==> src/rtl/panel_cfg.svh <==
`ifndef PANEL_CFG_SVH
`define PANEL_CFG_SVH

// the lockout runs for about 2**DBNCE_BITS cycles.
`define DBNCE_BITS 4

`define WORD_BITS 12
`define ADDR_BITS 12

// eight fields of 4K words each.
`define FIELD_BITS 3

`endif

==> src/rtl/machine_pkg.sv <==
`include "panel_cfg.svh"

package machine_pkg;

    typedef logic [`WORD_BITS-1:0] word_t;
    typedef logic [`ADDR_BITS-1:0] addr_t;
    typedef logic [`FIELD_BITS-1:0] field_t;

    // field in the high bits, address within the field below it.
    typedef logic [`FIELD_BITS+`ADDR_BITS-1:0] mem_addr_t;

    // reduced major states, one-hot coded.
    typedef enum logic [4:0]
    {
        H0 = 5'b00001,
        HW = 5'b00010,
        F0 = 5'b00100,
        D0 = 5'b01000,
        E0 = 5'b10000
    } major_state_t;

endpackage

==> src/rtl/panel_pkg.sv <==
package panel_pkg;

    typedef enum logic [2:0]
    {
        tr_latch    = 3'b110,
        tr_wait     = 3'b000,
        tr_trig1    = 3'b001,
        tr_trig2    = 3'b010,
        tr_trig3    = 3'b011,
        tr_delay    = 3'b100,
        tr_reenable = 3'b101
    } trig_state_t;

    // bit order is {clear, extd_addr, addr_load, dep, exam, cont}.
    typedef logic [5:0] panel_cmd_t;

endpackage

==> src/rtl/front_panel.sv <==
`include "panel_cfg.svh"

module front_panel
    import machine_pkg::*;
    import panel_pkg::*;
(
    input  logic         clk,
    input  logic         reset,
    input  major_state_t state,
    input  logic         clear,
    input  logic         extd_addr,
    input  logic         addr_load,
    input  logic         dep,
    input  logic         exam,
    input  logic         cont,
    input  logic         sing_step,
    input  logic         halt, // halt goes straight to the sequencer.
    output logic         triggerd,
    output logic         cleard,
    output logic         extd_addrd,
    output logic         addr_loadd,
    output logic         depd,
    output logic         examd,
    output logic         contd,
    output logic         sw_active
);

    trig_state_t          trig_state;
    panel_cmd_t           switch_latch;
    logic [6:0]           switch_held;
    logic [`DBNCE_BITS:0] trig_cnt;
    logic                 accept;

    assign {triggerd, cleard, extd_addrd, addr_loadd, depd, examd, contd} = switch_held;

    // a running machine only takes a single-step continue.
    always_comb
    begin
        case (state)
            H0, HW:     accept = 1'b1;
            F0, D0, E0: accept = switch_latch[0] & sing_step;
            default:    accept = 1'b0;
        endcase
    end

    always_ff @(posedge clk)
    begin
        if (reset)
        begin
            trig_state   <= tr_latch;
            switch_latch <= '0;
            switch_held  <= '0;
            trig_cnt     <= '0;
            sw_active    <= 1'b0;
        end
        else
        begin
            case (trig_state)
                tr_latch:
                begin
                    switch_latch <= switch_latch | {clear, extd_addr, addr_load, dep, exam, cont};
                    if (switch_latch != '0)
                        trig_state <= tr_wait;
                end
                tr_wait:
                begin
                    if (accept)
                    begin
                        trig_state   <= tr_trig1;
                        switch_held  <= {1'b1, switch_latch};
                        switch_latch <= '0;
                    end
                end
                tr_trig1: trig_state <= tr_trig2;
                tr_trig2: trig_state <= tr_trig3;
                tr_trig3: trig_state <= tr_delay;
                tr_delay:
                begin
                    switch_held <= '0; // pulses end after the first delay cycle.
                    if (trig_cnt[`DBNCE_BITS])
                    begin
                        trig_state <= tr_reenable;
                        sw_active  <= 1'b0;
                    end
                    else
                        sw_active <= 1'b1;
                end
                tr_reenable: trig_state <= tr_latch;
                default:     trig_state <= tr_latch;
            endcase

            // the lockout is timed from the first trigger cycle.
            if (trig_state == tr_trig1)
                trig_cnt <= '0;
            else
                trig_cnt <= trig_cnt + 1'b1;
        end
    end

endmodule

==> config.mk <==
export PLATFORM = sky130hd
export DESIGN_NAME = front_panel
export DESIGN_NICKNAME = d
export VERILOG_FILES = /design/src/rtl/machine_pkg.sv /design/src/rtl/panel_pkg.sv /design/src/rtl/front_panel.sv
export VERILOG_INCLUDE_DIRS = /design/src /design/src/rtl
export SDC_FILE = /design/constraint.sdc
export NUM_CORES = 1
export LEC_CHECK = 0
export BUFFER_PORTS_ARGS = -buffer_cell sky130_fd_sc_hd__buf_4
export CAP_MARGIN = 20
export CORE_MARGIN = 2
export CORE_UTILIZATION = 39
export DETAILED_ROUTE_END_ITERATION = 6
export SLEW_MARGIN = 10
export SYNTH_ARGS = -nofsm -noshare
export SYNTH_HDL_FRONTEND = slang
export SYNTH_SLANG_ARGS = --single-unit
==> constraint.sdc <==
create_clock -name clk -period 3.4 [get_ports clk]
set_input_delay 0.17 -clock clk [delete_from_list [all_inputs] [get_ports clk]]
set_output_delay 0.17 -clock clk [all_outputs]
set_load 0.03 [all_outputs]
Word level (Yosys, flattened, before mapping)
Cells that the tools add are included.
{ "classes": {"n_bitwise": 2, "muxes": 10, "eq_ne": 13, "n_addsub": 1, "reduce_logical": 10} }
{ "op_table": {"columns": ["cell", "n"], "rows": [
  ["one-hot mux 3 bit (6 select lines)", 1],
  ["one-hot mux 7 bit (2 select lines)", 1],
  ["one-hot mux 6 bit (2 select lines)", 1],
  ["two-way mux 3 bit", 3],
  ["two-way mux 7 bit", 1],
  ["equality test 3 x 2 -> 1 bit (second input constant)", 2],
  ["equality test 3 bit (second input constant)", 2],
  ["two-way mux 6 bit", 1],
  ["!= test 2 bit (second input constant)", 3],
  ["bitwise OR 6 bit", 1],
  ["nonzero test 6 bit", 1],
  ["adder 5 x 1 -> 5 bit (second input constant)", 1],
  ["equality test 5 x 1 -> 1 bit (second input constant)", 1],
  ["equality test 5 x 2 -> 1 bit (second input constant)", 1],
  ["equality test 5 x 3 -> 1 bit (second input constant)", 1],
  ["equality test 5 x 4 -> 1 bit (second input constant)", 1],
  ["equality test 5 bit (second input constant)", 1],
  ["AND reduction 2 bit", 2],
  ["nonzero test 2 bit", 2],
  ["OR reduction 2 bit", 2],
  ["equality test 3 x 1 -> 1 bit (second input constant)", 1],
  ["logical NOT 3 bit", 1],
  ["AND reduction 3 bit", 1],
  ["OR reduction 3 bit", 1],
  ["3 further kinds", 3]
]} }
{ "totals": {"register_bits": 22, "wordCells": 41, "in_bits": 15, "out_inout_bits": 8} }

Logic depth before layout (Yosys ltp)
{ "depth": {"ltp_word": 5, "depth_mapped": 6, "ltp_nobuf": 4} }

Worst setup path after synthesis
OpenSTA, ideal clock, no wires.
{ "synth_timing": {"kind": "input -> register", "from": "input state[3]", "to": "register switch_held[3]", "setup_slack_ps": 1942, "path_stages": 5, "path_buffers": 1, "setup_ps": 82, "t_arrival_ps": 1376, "required_ps": 3318, "path_cell_list": "or3_4 > and4_4 > buf_6 > or4_1 > o2111ai_1"} }
{ "synth_via": {"elab_chain_cells": 5, "elab_cells_between_ends": 10, "cone_classes": "6 x eq/ne; 1 x mux; 3 x reduce/logical"} }
{ "synth_lines": {"columns": ["item", "line", "source"], "rows": [
  ["start, declared", "front_panel.sv:9", "input major_state_t state,"],
  ["equality test 5 x 3 -> 1 bit, or another cell as far along", "front_panel.sv:39", "case (state)"],
  ["OR reduction 3 bit / OR reduction 2 bit (equally long branches)", "front_panel.sv:39", null],
  ["one-hot mux 1 bit (2 select lines) *", "front_panel.sv:39", null],
  ["!= test 2 bit (no source line) *", null, null],
  ["AND reduction 2 bit (no source line) *", null, null],
  ["end signal, assigned", "front_panel.sv:70", "switch_held <= {1'b1, switch_latch};"],
  ["end, declared", "front_panel.sv:30", "logic [6:0] switch_held;"]
]} }
Every way passes the cells marked *; elsewhere a longest branch is shown, timed or not.
A chain may end at the register's enable or synchronous reset.

==> flow_metrics.py <==
metrics = {
    "layout": {
        "final_nets": 156,
        "stdcell_count": 169,
        "antenna_cells": 0,
        "layout-drive-gt1-share": 0.223,
        "final_cell_area_sq_mm": 0.00123,
        "area_growth_pct": 18.2,
        "final_cell_mix": "nand2_1, dfxtp_1, buf_4",
    },
    "placed_design": {
        "postPlaceCellArea_sq_mm": 0.00119,
        "hpwlAfterDp_um": 1650,
        "numPortBuffers": 21,
        "gp_congestion": 0.750,
        "placed_cells": 165,
    },
    "drt": {
        "dr.pass1.iters": 4,
        "dr.first_iter.drc_count": 7,
        "ant_nets": 0,
        "wire_per_inst_um": 13.3,
        "via_per_inst": 5.41,
        "via_count": 915,
        "drc_errors": 0,
        "wirelength_um": 2240,
    },
    "die": {
        "core_sq_mm": 0.00250,
        "rows": 18,
        "fp.dieW_um": 55.6,
        "ios": 23,
        "initial_core_util": 0.416,
        "die_h_um": 55.6,
        "dieArea_sq_mm": 0.00310,
    },
    "synthesis": {
        "netlist_area_sq_mm": 0.00104,
        "synth.distinct_cells": 37,
        "synth-edff-count": 0,
        "yosys.area.top_type": "dfxtp_1",
        "syn_avg_cell_area_sq_um": 8.52,
        "yosysTopAreaCellShare": 0.424,
        "ys_seq_area_frac": 0.424,
        "synth_nets": 138,
        "ys.flop_type": "dfxtp_1",
        "syn_inst": 122,
        "synthArstFlopShare": 0,
        "ys_top_cells_by_area": "dfxtp_1, nand2_1, or4_1, o2111ai_1, nor3b_1",
        "ys_ff_latch": 22,
        "yosys_warnings": 0,
    },
    "worst_setup_path": {
        "arrival_ns": 1.74,
        "setup.worst_path.class": "reg2reg",
        "cp_max_fo": 9,
        "crit_path_start_kind": "register",
        "regToRegEndpoint": "switch_held[0]",
        "required_ns": 3.60,
        "crit_path_end_kind": "register",
        "worstRegToRegCells": 4,
        "reg2reg_slack_ns": 1.86,
    },
    "sta": {
        "grt_setup_unrepaired": "no",
        "fin_crit_ns": 1.54,
        "whs_ns": 0.134,
        "tns_ns": 0,
        "timing.fmax_mhz": 648,
        "slew_headroom": 0.547,
        "finalHoldViolCount": 0,
        "finalCritPeriodShare": 0.454,
        "setup_viol": 0,
        "skew_ns": 0.00122,
        "slew_viol_final": 0,
        "worst-slew-pin-transition_ns": 0.677,
    },
    "cts": {
        "cts_root_buffer": "clkbuf_4",
        "cts_buffers": 3,
        "clkSinkCount": 22,
        "clockBufferDepth": 2,
        "post-cts-setup-buffer-count": 0,
        "cts_tree": "yes",
        "h-tree-depth": 1,
        "worstSkewPairLatency_ns": 0.31,
        "ctsResizeCount": 0,
        "clk_pin_slew_ns": 0.12,
        "cts_hold_buf": 0,
    },
    "min_path": {
        "min-delay-start": "cont",
        "hp-class": "in2reg",
        "hold_depth": 3,
        "holdPathEnd": "switch_latch[0]",
    },
    "power_and_ir_drop": {
        "vdd_drop_max_uv": 437,
        "switching_share": 0.349,
        "p_switching_uw": 249,
        "combPwrFrac": 0.288,
        "pwr_density_cell_mw_per_mm2": 581,
        "seqPwrFrac": 0.510,
        "p_clk_frac": 0.202,
        "p_leak_uw": 0.000464,
        "p_int_uw": 465,
    },
    "grt": {
        "grt_util_met3": 0.0465,
        "first_global_vias": 919,
        "grt_pass1_wl_um": 3990,
        "gr-usage-all-layers": 0.158,
        "grt_use_met1": 0.201,
        "use_met2": 0.259,
        "busiest_layer": "met2",
        "antenna_found_initial": 0,
        "grt_max_degree": 23,
        "grt.overflow.total": 0,
    },
    "flow_run": {
        "maxCapViolations": 0,
    },
    "run_status": {
        "outcome": "completed",
    },
}
-- how the worst max path moves through the flow --
stage,cells after the start,slack (ns),endpoint,startpoint
final,4,1.86,switch_held[0],register
after global routing,5,1.74,trig_state[0],state[3]
after CTS,4,1.87,switch_held[0],register
after detailed placement,5,1.55,trig_state[0],state[3]
after global placement,5,1.65,trig_state[0],state[3]
after floorplan,5,1.94,switch_held[3],state[3]
-- through the flow --
step           setup slack (ns)  utilization  power, uW
2_1_floorplan              1.94            -        520
3_3_place_gp               1.65        0.477        563
3_5_place_dp               1.55        0.477        577
4_1_cts                    1.87        0.491        724
5_1_grt                    1.74        0.491        765
6_report                   1.86        0.491        714
-- metal layers --
layer	wire (um)	share of wire
met3	93	0.041
met1	1050	0.47
met5	0	0
met2	1060	0.47
met4	35	0.016
-- cells by family after synthesis --
group / share of synthesized area
XOR/XNOR: 0.0337
buffers and inverters: 0.0481
AO/OA/AOI/OAI: 0.154
adder cells (fa/ha/maj): 0.0120
AND/OR/NAND/NOR: 0.329
flip-flops: 0.424
-- state kept, by name, summed over array words and instances, names as in the netlist, named ones only --
register      count
switch_latch      6
trig_cnt          5
sw_active         1
trig_state        2
switch_held       7
-- Yosys cell counts (4+ instances only) --
library cell	count
a21oi_1	7
dfxtp_1	22
nor3_1	6
nand2_1	22
nor3b_1	5
clkbuf_1	4
or4_1	6
nor2_1	9
o2111ai_1	5
-- power groups by stage --
stage	Combinational [uW]	Sequential [uW]	Clock [uW]
2_1_floorplan	168	353	0
3_3_place_gp	200	364	0
3_5_place_dp	210	367	0
4_1_cts	211	362	151
5_1_grt	232	371	161
6_report	206	364	144
-- cell type report --
class	instances	area (sq um)
inverters	2	7.51
well taps	30	37.5
clock buffers	4	36.3
flip-flops and latches	22	440
fillers	253	1270
multi-input cells	90	549
repair buffers	21	158
-- critical path: stages (launching register included) --
cell	delay [ns]
dfxtp_1	0.39
or3_1	0.53
nand2_1	0.25
o32a_1	0.17
o311ai_1	0.09
(Power assumes the default switching activity.)
