<file path="src/rtl/panel_cfg.svh">
`ifndef PANEL_CFG_SVH
`define PANEL_CFG_SVH

// the lockout runs for about 2**DBNCE_BITS cycles.
`define DBNCE_BITS 4

`define WORD_BITS 12
`define ADDR_BITS 12

// eight fields of 4K words each.
`define FIELD_BITS 3

`endif

</file>
<file path="src/rtl/machine_pkg.sv">
`include "panel_cfg.svh"

package machine_pkg;

    typedef logic [`WORD_BITS-1:0] word_t;
    typedef logic [`ADDR_BITS-1:0] addr_t;
    typedef logic [`FIELD_BITS-1:0] field_t;

    // field in the high bits, address within the field below it.
    typedef logic [`FIELD_BITS+`ADDR_BITS-1:0] mem_addr_t;

    // reduced major states, one-hot coded.
    typedef enum logic [4:0]
    {
        H0 = 5'b00001,
        HW = 5'b00010,
        F0 = 5'b00100,
        D0 = 5'b01000,
        E0 = 5'b10000
    } major_state_t;

endpackage

</file>
<file path="src/rtl/panel_sequencer.sv">
`include "panel_cfg.svh"

module panel_sequencer
    import machine_pkg::*;
(
    input  logic         clk,
    input  logic         reset,
    input  word_t        sr,
    input  logic         cleard,
    input  logic         extd_addrd,
    input  logic         addr_loadd,
    input  logic         depd,
    input  logic         examd,
    input  logic         contd,
    input  logic         sing_step,
    input  logic         halt,
    input  word_t        mem_rdata,
    output major_state_t state,
    output addr_t        pc,
    output field_t       field,
    output word_t        mb,
    output logic         run,
    output mem_addr_t    mem_addr,
    output word_t        mem_wdata,
    output logic         mem_we
);

    localparam int IND_BIT   = 8; // indirect bit of an instruction word.
    localparam int OFFS_BITS = 7; // page offset used by the defer read.

    logic [5:0] cmd_q;
    logic       clear_rise;
    logic       extd_rise;
    logic       load_rise;
    logic       dep_rise;
    logic       exam_rise;
    logic       cont_rise;
    logic       halted;
    logic       phase;
    logic       exam_pend;

    assign {clear_rise, extd_rise, load_rise, dep_rise, exam_rise, cont_rise} =
        {cleard, extd_addrd, addr_loadd, depd, examd, contd} & ~cmd_q;

    assign halted    = (state == H0) || (state == HW);
    assign mem_we    = halted & dep_rise & ~(clear_rise | extd_rise | load_rise);
    assign mem_wdata = sr;

    always_comb
    begin
        if (state == D0)
            mem_addr = {field, {(`ADDR_BITS-OFFS_BITS){1'b0}}, mb[OFFS_BITS-1:0]};
        else
            mem_addr = {field, pc};
    end

    always_ff @(posedge clk)
    begin
        if (reset)
        begin
            cmd_q     <= '0;
            state     <= H0;
            pc        <= '0;
            field     <= '0;
            mb        <= '0;
            run       <= 1'b0;
            phase     <= 1'b0;
            exam_pend <= 1'b0;
        end
        else
        begin
            cmd_q     <= {cleard, extd_addrd, addr_loadd, depd, examd, contd};
            exam_pend <= 1'b0;
            if (exam_pend)
                mb <= mem_rdata; // examine data arrives one cycle after the address.

            case (state)
                H0, HW:
                begin
                    if (clear_rise)
                    begin
                        pc    <= '0;
                        field <= '0;
                        mb    <= '0;
                        state <= H0;
                    end
                    else if (extd_rise)
                        field <= sr[`FIELD_BITS-1:0];
                    else if (load_rise)
                        pc <= sr[`ADDR_BITS-1:0];
                    else if (dep_rise)
                    begin
                        mb <= sr;
                        pc <= pc + 1'b1;
                    end
                    else if (exam_rise)
                    begin
                        pc        <= pc + 1'b1;
                        exam_pend <= 1'b1;
                    end
                    else if (cont_rise)
                    begin
                        state <= F0;
                        run   <= 1'b1;
                        phase <= 1'b0;
                    end
                end
                F0:
                begin
                    // first half addresses memory, second half takes the word.
                    if (!phase)
                    begin
                        pc    <= pc + 1'b1;
                        phase <= 1'b1;
                    end
                    else
                    begin
                        mb    <= mem_rdata;
                        phase <= 1'b0;
                        state <= mem_rdata[IND_BIT] ? D0 : E0;
                    end
                end
                D0:
                begin
                    if (!phase)
                        phase <= 1'b1;
                    else
                    begin
                        mb    <= mem_rdata;
                        phase <= 1'b0;
                        state <= E0;
                    end
                end
                E0:
                begin
                    if (halt || sing_step)
                    begin
                        state <= HW;
                        run   <= 1'b0;
                    end
                    else
                        state <= F0;
                end
                default: state <= H0;
            endcase
        end
    end

endmodule

</file>
<file path="config.mk">
export PLATFORM = sky130hd
export DESIGN_NAME = panel_sequencer
export DESIGN_NICKNAME = d
export VERILOG_FILES = /design/src/rtl/machine_pkg.sv /design/src/rtl/panel_sequencer.sv
export VERILOG_INCLUDE_DIRS = /design/src /design/src/rtl
export SDC_FILE = /design/constraint.sdc
export NUM_CORES = 1
export LEC_CHECK = 0
export ABC_AREA = 0
export BUFFER_PORTS_ARGS = -buffer_cell sky130_fd_sc_hd__buf_4
export CORE_MARGIN = 5
export CORE_UTILIZATION = 50
export DETAILED_ROUTE_END_ITERATION = 8
export PLACE_DENSITY = 0.85
export SKIP_LAST_GASP = 1
export SLEW_MARGIN = 20
export SYNTH_ARGS = -nofsm -noshare
export SYNTH_HDL_FRONTEND = slang
export SYNTH_SLANG_ARGS = --single-unit
</file>
<file path="constraint.sdc">
create_clock -name clk -period 2.69 [get_ports clk]
set_clock_uncertainty 0.2 [all_clocks]
set_input_delay 0.807 -clock clk [delete_from_list [all_inputs] [get_ports clk]]
set_output_delay 0.807 -clock clk [all_outputs]
set_load 0.02 [all_outputs]
</file>
# Word-level counts from Yosys, hierarchy flattened
# Cells that the tools add are included.
classes:
  n_mux: 45
  n_bitwise: 8
  n_addsub: 1
  reduce_logical: 14
  n_eq_ne: 21
op_table:
  columns: ["operator", "n"]
  rows:
  - ["two-way mux 12 bit", 13]
  - ["one-hot mux 12 bit (2 select lines)", 2]
  - ["two-way mux 5 bit", 9]
  - ["inequality test 2 bit (second input constant)", 10]
  - ["one-hot mux 5 bit (4 select lines)", 1]
  - ["two-way mux 1 bit", 15]
  - ["inequality test 3 bit (second input constant)", 5]
  - ["AND reduction 7 bit", 2]
  - ["adder 12 x 1 -> 12 bit (second input constant)", 1]
  - ["two-way mux 3 bit", 3]
  - ["AND reduction 8 bit", 1]
  - ["nonzero test 2 bit", 4]
  - ["bitwise AND 6 bit", 1]
  - ["NOT 6 bit", 1]
  - ["OR reduction 6 bit", 1]
  - ["== test 5 x 1 -> 1 bit (second input constant)", 1]
  - ["== test 5 x 2 -> 1 bit (second input constant)", 1]
  - ["== test 5 x 3 -> 1 bit (second input constant)", 1]
  - ["== test 5 x 4 -> 1 bit (second input constant)", 1]
  - ["== test 5 bit (second input constant)", 1]
  - ["inequality test 5 bit (second input constant)", 1]
  - ["one-hot mux 1 bit (2 select lines)", 2]
  - ["AND reduction 4 bit", 1]
  - ["OR reduction 2 bit", 2]
  - ["5 further kinds", 9]
totals:
  output_inout_bits: 61
  inputBits: 34
  elab_cells: 97
  reg_bits: 41

# Depth between registers and ports, before layout
logic_depth:
  word_depth: 9
  depth_mapped: 7
  mapped_depth_nobuf: 6

# Worst setup path before layout
# OpenSTA, ideal clock, no wires.
synth_path:
  path_kind: "input port to output port"
  from: "input port cleard"
  to: "output port mem_we"
  stages: 5
  arrival_time_ps: 1772
  required_ps: 1683
  path_slack_ps: -89
  path_buffers: 2
  cell_sequence: "nand2b_1 -> clkbuf_1 -> nand3b_1 -> clkbuf_1 -> nor2_1"
synth_via:
  elab_chain_len: 5
synth_lines:
  columns: ["item", "line", "text"]
  rows:
  - ["start, declared", "panel_sequencer.sv:9", "input logic cleard,"]
  - ["bitwise AND 6 bit", "panel_sequencer.sv:43", "{cleard, extd_addrd, addr_loadd, depd, examd, contd} & ~cmd_q;"]
  - ["OR 1 bit (2 in series)", "panel_sequencer.sv:46", "assign mem_we = halted & dep_rise & ~(clear_rise | extd_rise | load_rise);"]
  - ["NOT 1 bit", "panel_sequencer.sv:46", null]
  - ["bitwise AND 1 bit", "panel_sequencer.sv:46", null]
  - ["end, declared", "panel_sequencer.sv:25", "output logic mem_we"]
# No other way between the ends.

# Worst setup path in the final report
layout_path:
  from: "register state[2]"
  to: "output port mem_addr[3]"
layout_via:
  elab_chain_len: 2
layout_lines:
  columns: ["item", "line", "text"]
  rows:
  - ["start, declared", "panel_sequencer.sv:18", "output major_state_t state,"]
  - ["start signal, assigned", "panel_sequencer.sv:120", "state <= mem_rdata[IND_BIT] ? D0 : E0;"]
  - ["== test 5 x 4 -> 1 bit", "panel_sequencer.sv:51", "if (state == D0)"]
  - ["two-way mux 12 bit", "panel_sequencer.sv:51", null]
  - ["end, declared", "panel_sequencer.sv:23", "output mem_addr_t mem_addr,"]
# No other way between the ends.

==> impl_metrics.toml <==
[cells_and_area]
area_growth_pct = 32.0
num-fill-cells = 444
post-route-cell-area_mm2 = 0.00358
num-nets-final = 458
multi_input_area_mm2 = 0.00166
utilization = 0.691
register_area_um2 = 825
drive_gt1_frac = 0.340
antenna_cells = 0

[drt]
via_per_inst = 5.96
wl_per_cell_um = 17.0
drtIter0Drc = 294
final_antenna_net_count = 0
drt-total-wl_mm = 8.40
drc = 0
dr.pass1.iters = 5
vias = 2945

[sta]
rsz0062_at_grt = "true"
setup_violations = 0
max_freq_ghz = 0.381
fin_ws_ns = 0.0666
maxSlewHeadroom = 0.504
worstMarginPinSlew_ns = 0.743
period_share = 0.975
fin_crit_ns = 2.62
finalMaxSlewViolations = 0
worst_hold_slack_ns = 0.328
hold_viol = 0

[synthesis]
yosys.area.top_type = "dfxtp_1"
syn_inst = 341
synth_cell_types = 55
syn_area_per_cell_um2 = 7.94
yosysSeqAreaShare = 0.303
synth_top_area_frac = 0.303
synth.most_common_cell = "nor2_1"
ys_seq_elements = 41
yosysWarnings = 0
synth_edf_count = 0
synthArstFlopShare = 0
synth_nets = 376
synthTopCellsByArea = "dfxtp_1 30%, nor2_1 6.5%, a21oi_1 5.4%, o32a_1 4.8%, buf_4 4.7%"
netlist_area_mm2 = 0.00271
synthFlopType = "dfxtp_1"
netlist_top_cells_count = "47 x nor2_1, 41 x dfxtp_1, 29 x a21oi_1, 19 x nand2_1, 17 x buf_4"

[min_path]
min-delay-start = "pc[11]$_SDFFE_PP0P_"
worstHoldPathCells = 2
hold_class = "reg -> reg"
min_to = "pc[11]$_SDFFE_PP0P_"

[global_route]
first_global_vias = 2798
grt_pass1_wl_mm = 13.7
grt_util_all_layers = 0.236
grt_overflow = 0
grt_use_met1 = 0.291
grt_use_met3 = 0.0582
top_usage_layer = "met2"
met2_usage = 0.381
grt_max_degree = 39
antenna_found_initial = 0

[clock_tree]
clock-sinks = 41
cts_buffer_depth = 2
cts_buffers = 5
clk_pin_slew_ns = 0.08
clk_latency_ns = 0.30
cts_tree = "done"
htreeDepth = 2
root_buffer = "clkbuf_8"

[worst_setup_path]
required_ns = 1.68
r2r_end = "pc[0]$_SDFFE_PP0P_"
cpPeakStageDelay_ns = 0.33
critPathMaxFanout = 8
path_class = "reg -> out"
crit_start = "state[2]$_SDFFE_PP0P_"
cpLargestDelayFamily = "simple AND/OR/NAND/NOR gates"
r2r_cells = 7
startpoint_type = "flip-flop"
crit_chain = "nor3_2, nand2_1, nor2_4, buf_12, mux2_4, buf_4"
crit_buf_inv = 2
worst-r2r-setup-slack_ns = 0.46
crit_path_top_delay_cell = "dfxtp_2"
end_kind = "output pin"
r2r_start = "state[2]$_SDFFE_PP0P_"
critPathArrivalTime_ns = 1.62

[floorplanning]
rows = 26
die_x_um = 83.6
ioPinCount = 95
core_area_mm2 = 0.00517
start_util = 0.524
die_area_mm2 = 0.00699
fp.dieH_um = 83.6

[run_status]
status = "complete, no violations"

[power_and_ir_drop]
leakage_nw = 1.51
powerDensity_mw_per_mm2 = 510
total_power_mw = 1.83
peakVddDrop_v = 0.000343

[placed_design]
dp_slack_ns = 0.114
hpwl_mm = 6.19
dpl_cell_area_mm2 = 0.00341
gp_congestion = 0.939
port_buffers = 94

[flow_run]
max_cap_violations = 0
cells by family (layout without fill, tap and decap cells):
kind of cell,after synthesis,after routing,synth area share
flops,41,41,0.303
xor+xnor,4,4,0.0129
compound gates,104,104,0.276
simple gates,131,131,0.247
buf+inv,44,127,0.0956
fa+ha+maj,1,1,0.00462
mux,16,16,0.0610
registers in the layout, summed over array words and instances (netlist names):
register and count:
mb 12, field 3, phase 1, pc 12
exam_pend 1, run 1, state 5, cmd_q 6
routing by layer:
metal	vias up	share of wire
met3	29	0.093
met5	-	0
li1	1398	-
met2	173	0.47
met1	1345	0.40
met4	0	0.039
metrics by stage:
stage / setup TNS, ns / cells
floorplan: 0 / 341
global placement: 0 / 484
detailed placement: 0 / 484
CTS: 0 / 494
global route: -0.00261 / 494
finish: 0 / 494
report_power, final:
group | internal, mW | switching, mW | total (mW) | leakage (nW)
Sequential | 0.652 | 0.0492 | 0.701 | 0.335
Combinational | 0.297 | 0.371 | 0.668 | 1.12
Clock | 0.232 | 0.224 | 0.456 | 0.0542
cell type report:
type | instances | share of cell area
Multi-Input combinational cell | 256 | 0.463
Timing Repair Buffer | 116 | 0.250
Sequential cell | 41 | 0.231
Clock buffer | 7 | 0.0269
Tap cell | 70 | 0.0245
Inverter | 3 | 0.00315
Clock inverter | 1 | 0.00140
placed cells by master (no fill, tap or decap), drive strengths merged, types with 3 or more instances in the layout:
cell type / count
o32a: 13
nor2: 48
nand2b: 5
nand2: 20
inv: 3
a311oi: 4
nor2b: 16
nand3: 3
a21o: 4
nor4: 4
xnor2: 3
buf: 116
a22oi: 6
o22ai: 14
and2: 14
a21oi: 29
clkbuf: 7
nor3: 9
mux2i: 12
mux2: 4
nand4: 3
dfxtp: 41
o21ai: 13
worst max path at each step:
stage / endpoint / slack [ns] / depth (start not counted)
CTS: mem_addr[0] / 0.002 / 6
finish: mem_addr[3] / 0.07 / 6
floorplan: mem_we / 0.03 / 4
detailed placement: pc[3]$_SDFFE_PP0P_ / 0.11 / 8
global placement: mem_we / 0.17 / 5
global route: mem_addr[6] / -0.003 / 8
worst register-to-register path, cell delays in order (launching register included):
cell	delay (ns)
dfxtp_2	0.33
buf_4	0.18
nor3_1	0.27
nand2b_1	0.18
o32ai_2	0.49
buf_4	0.25
nor2_1	0.05
a211oi_1	0.20
timing repair:
item / 4_1_cts / 5_1_grt
gates resized for setup: 3 / 10
hold buffers: 0 / 0
buffers inserted: 2 / 0
endpoints found under the setup margin: 11 / 7
pin swaps: 1 / 3
Power figures use the tool's default switching activity.
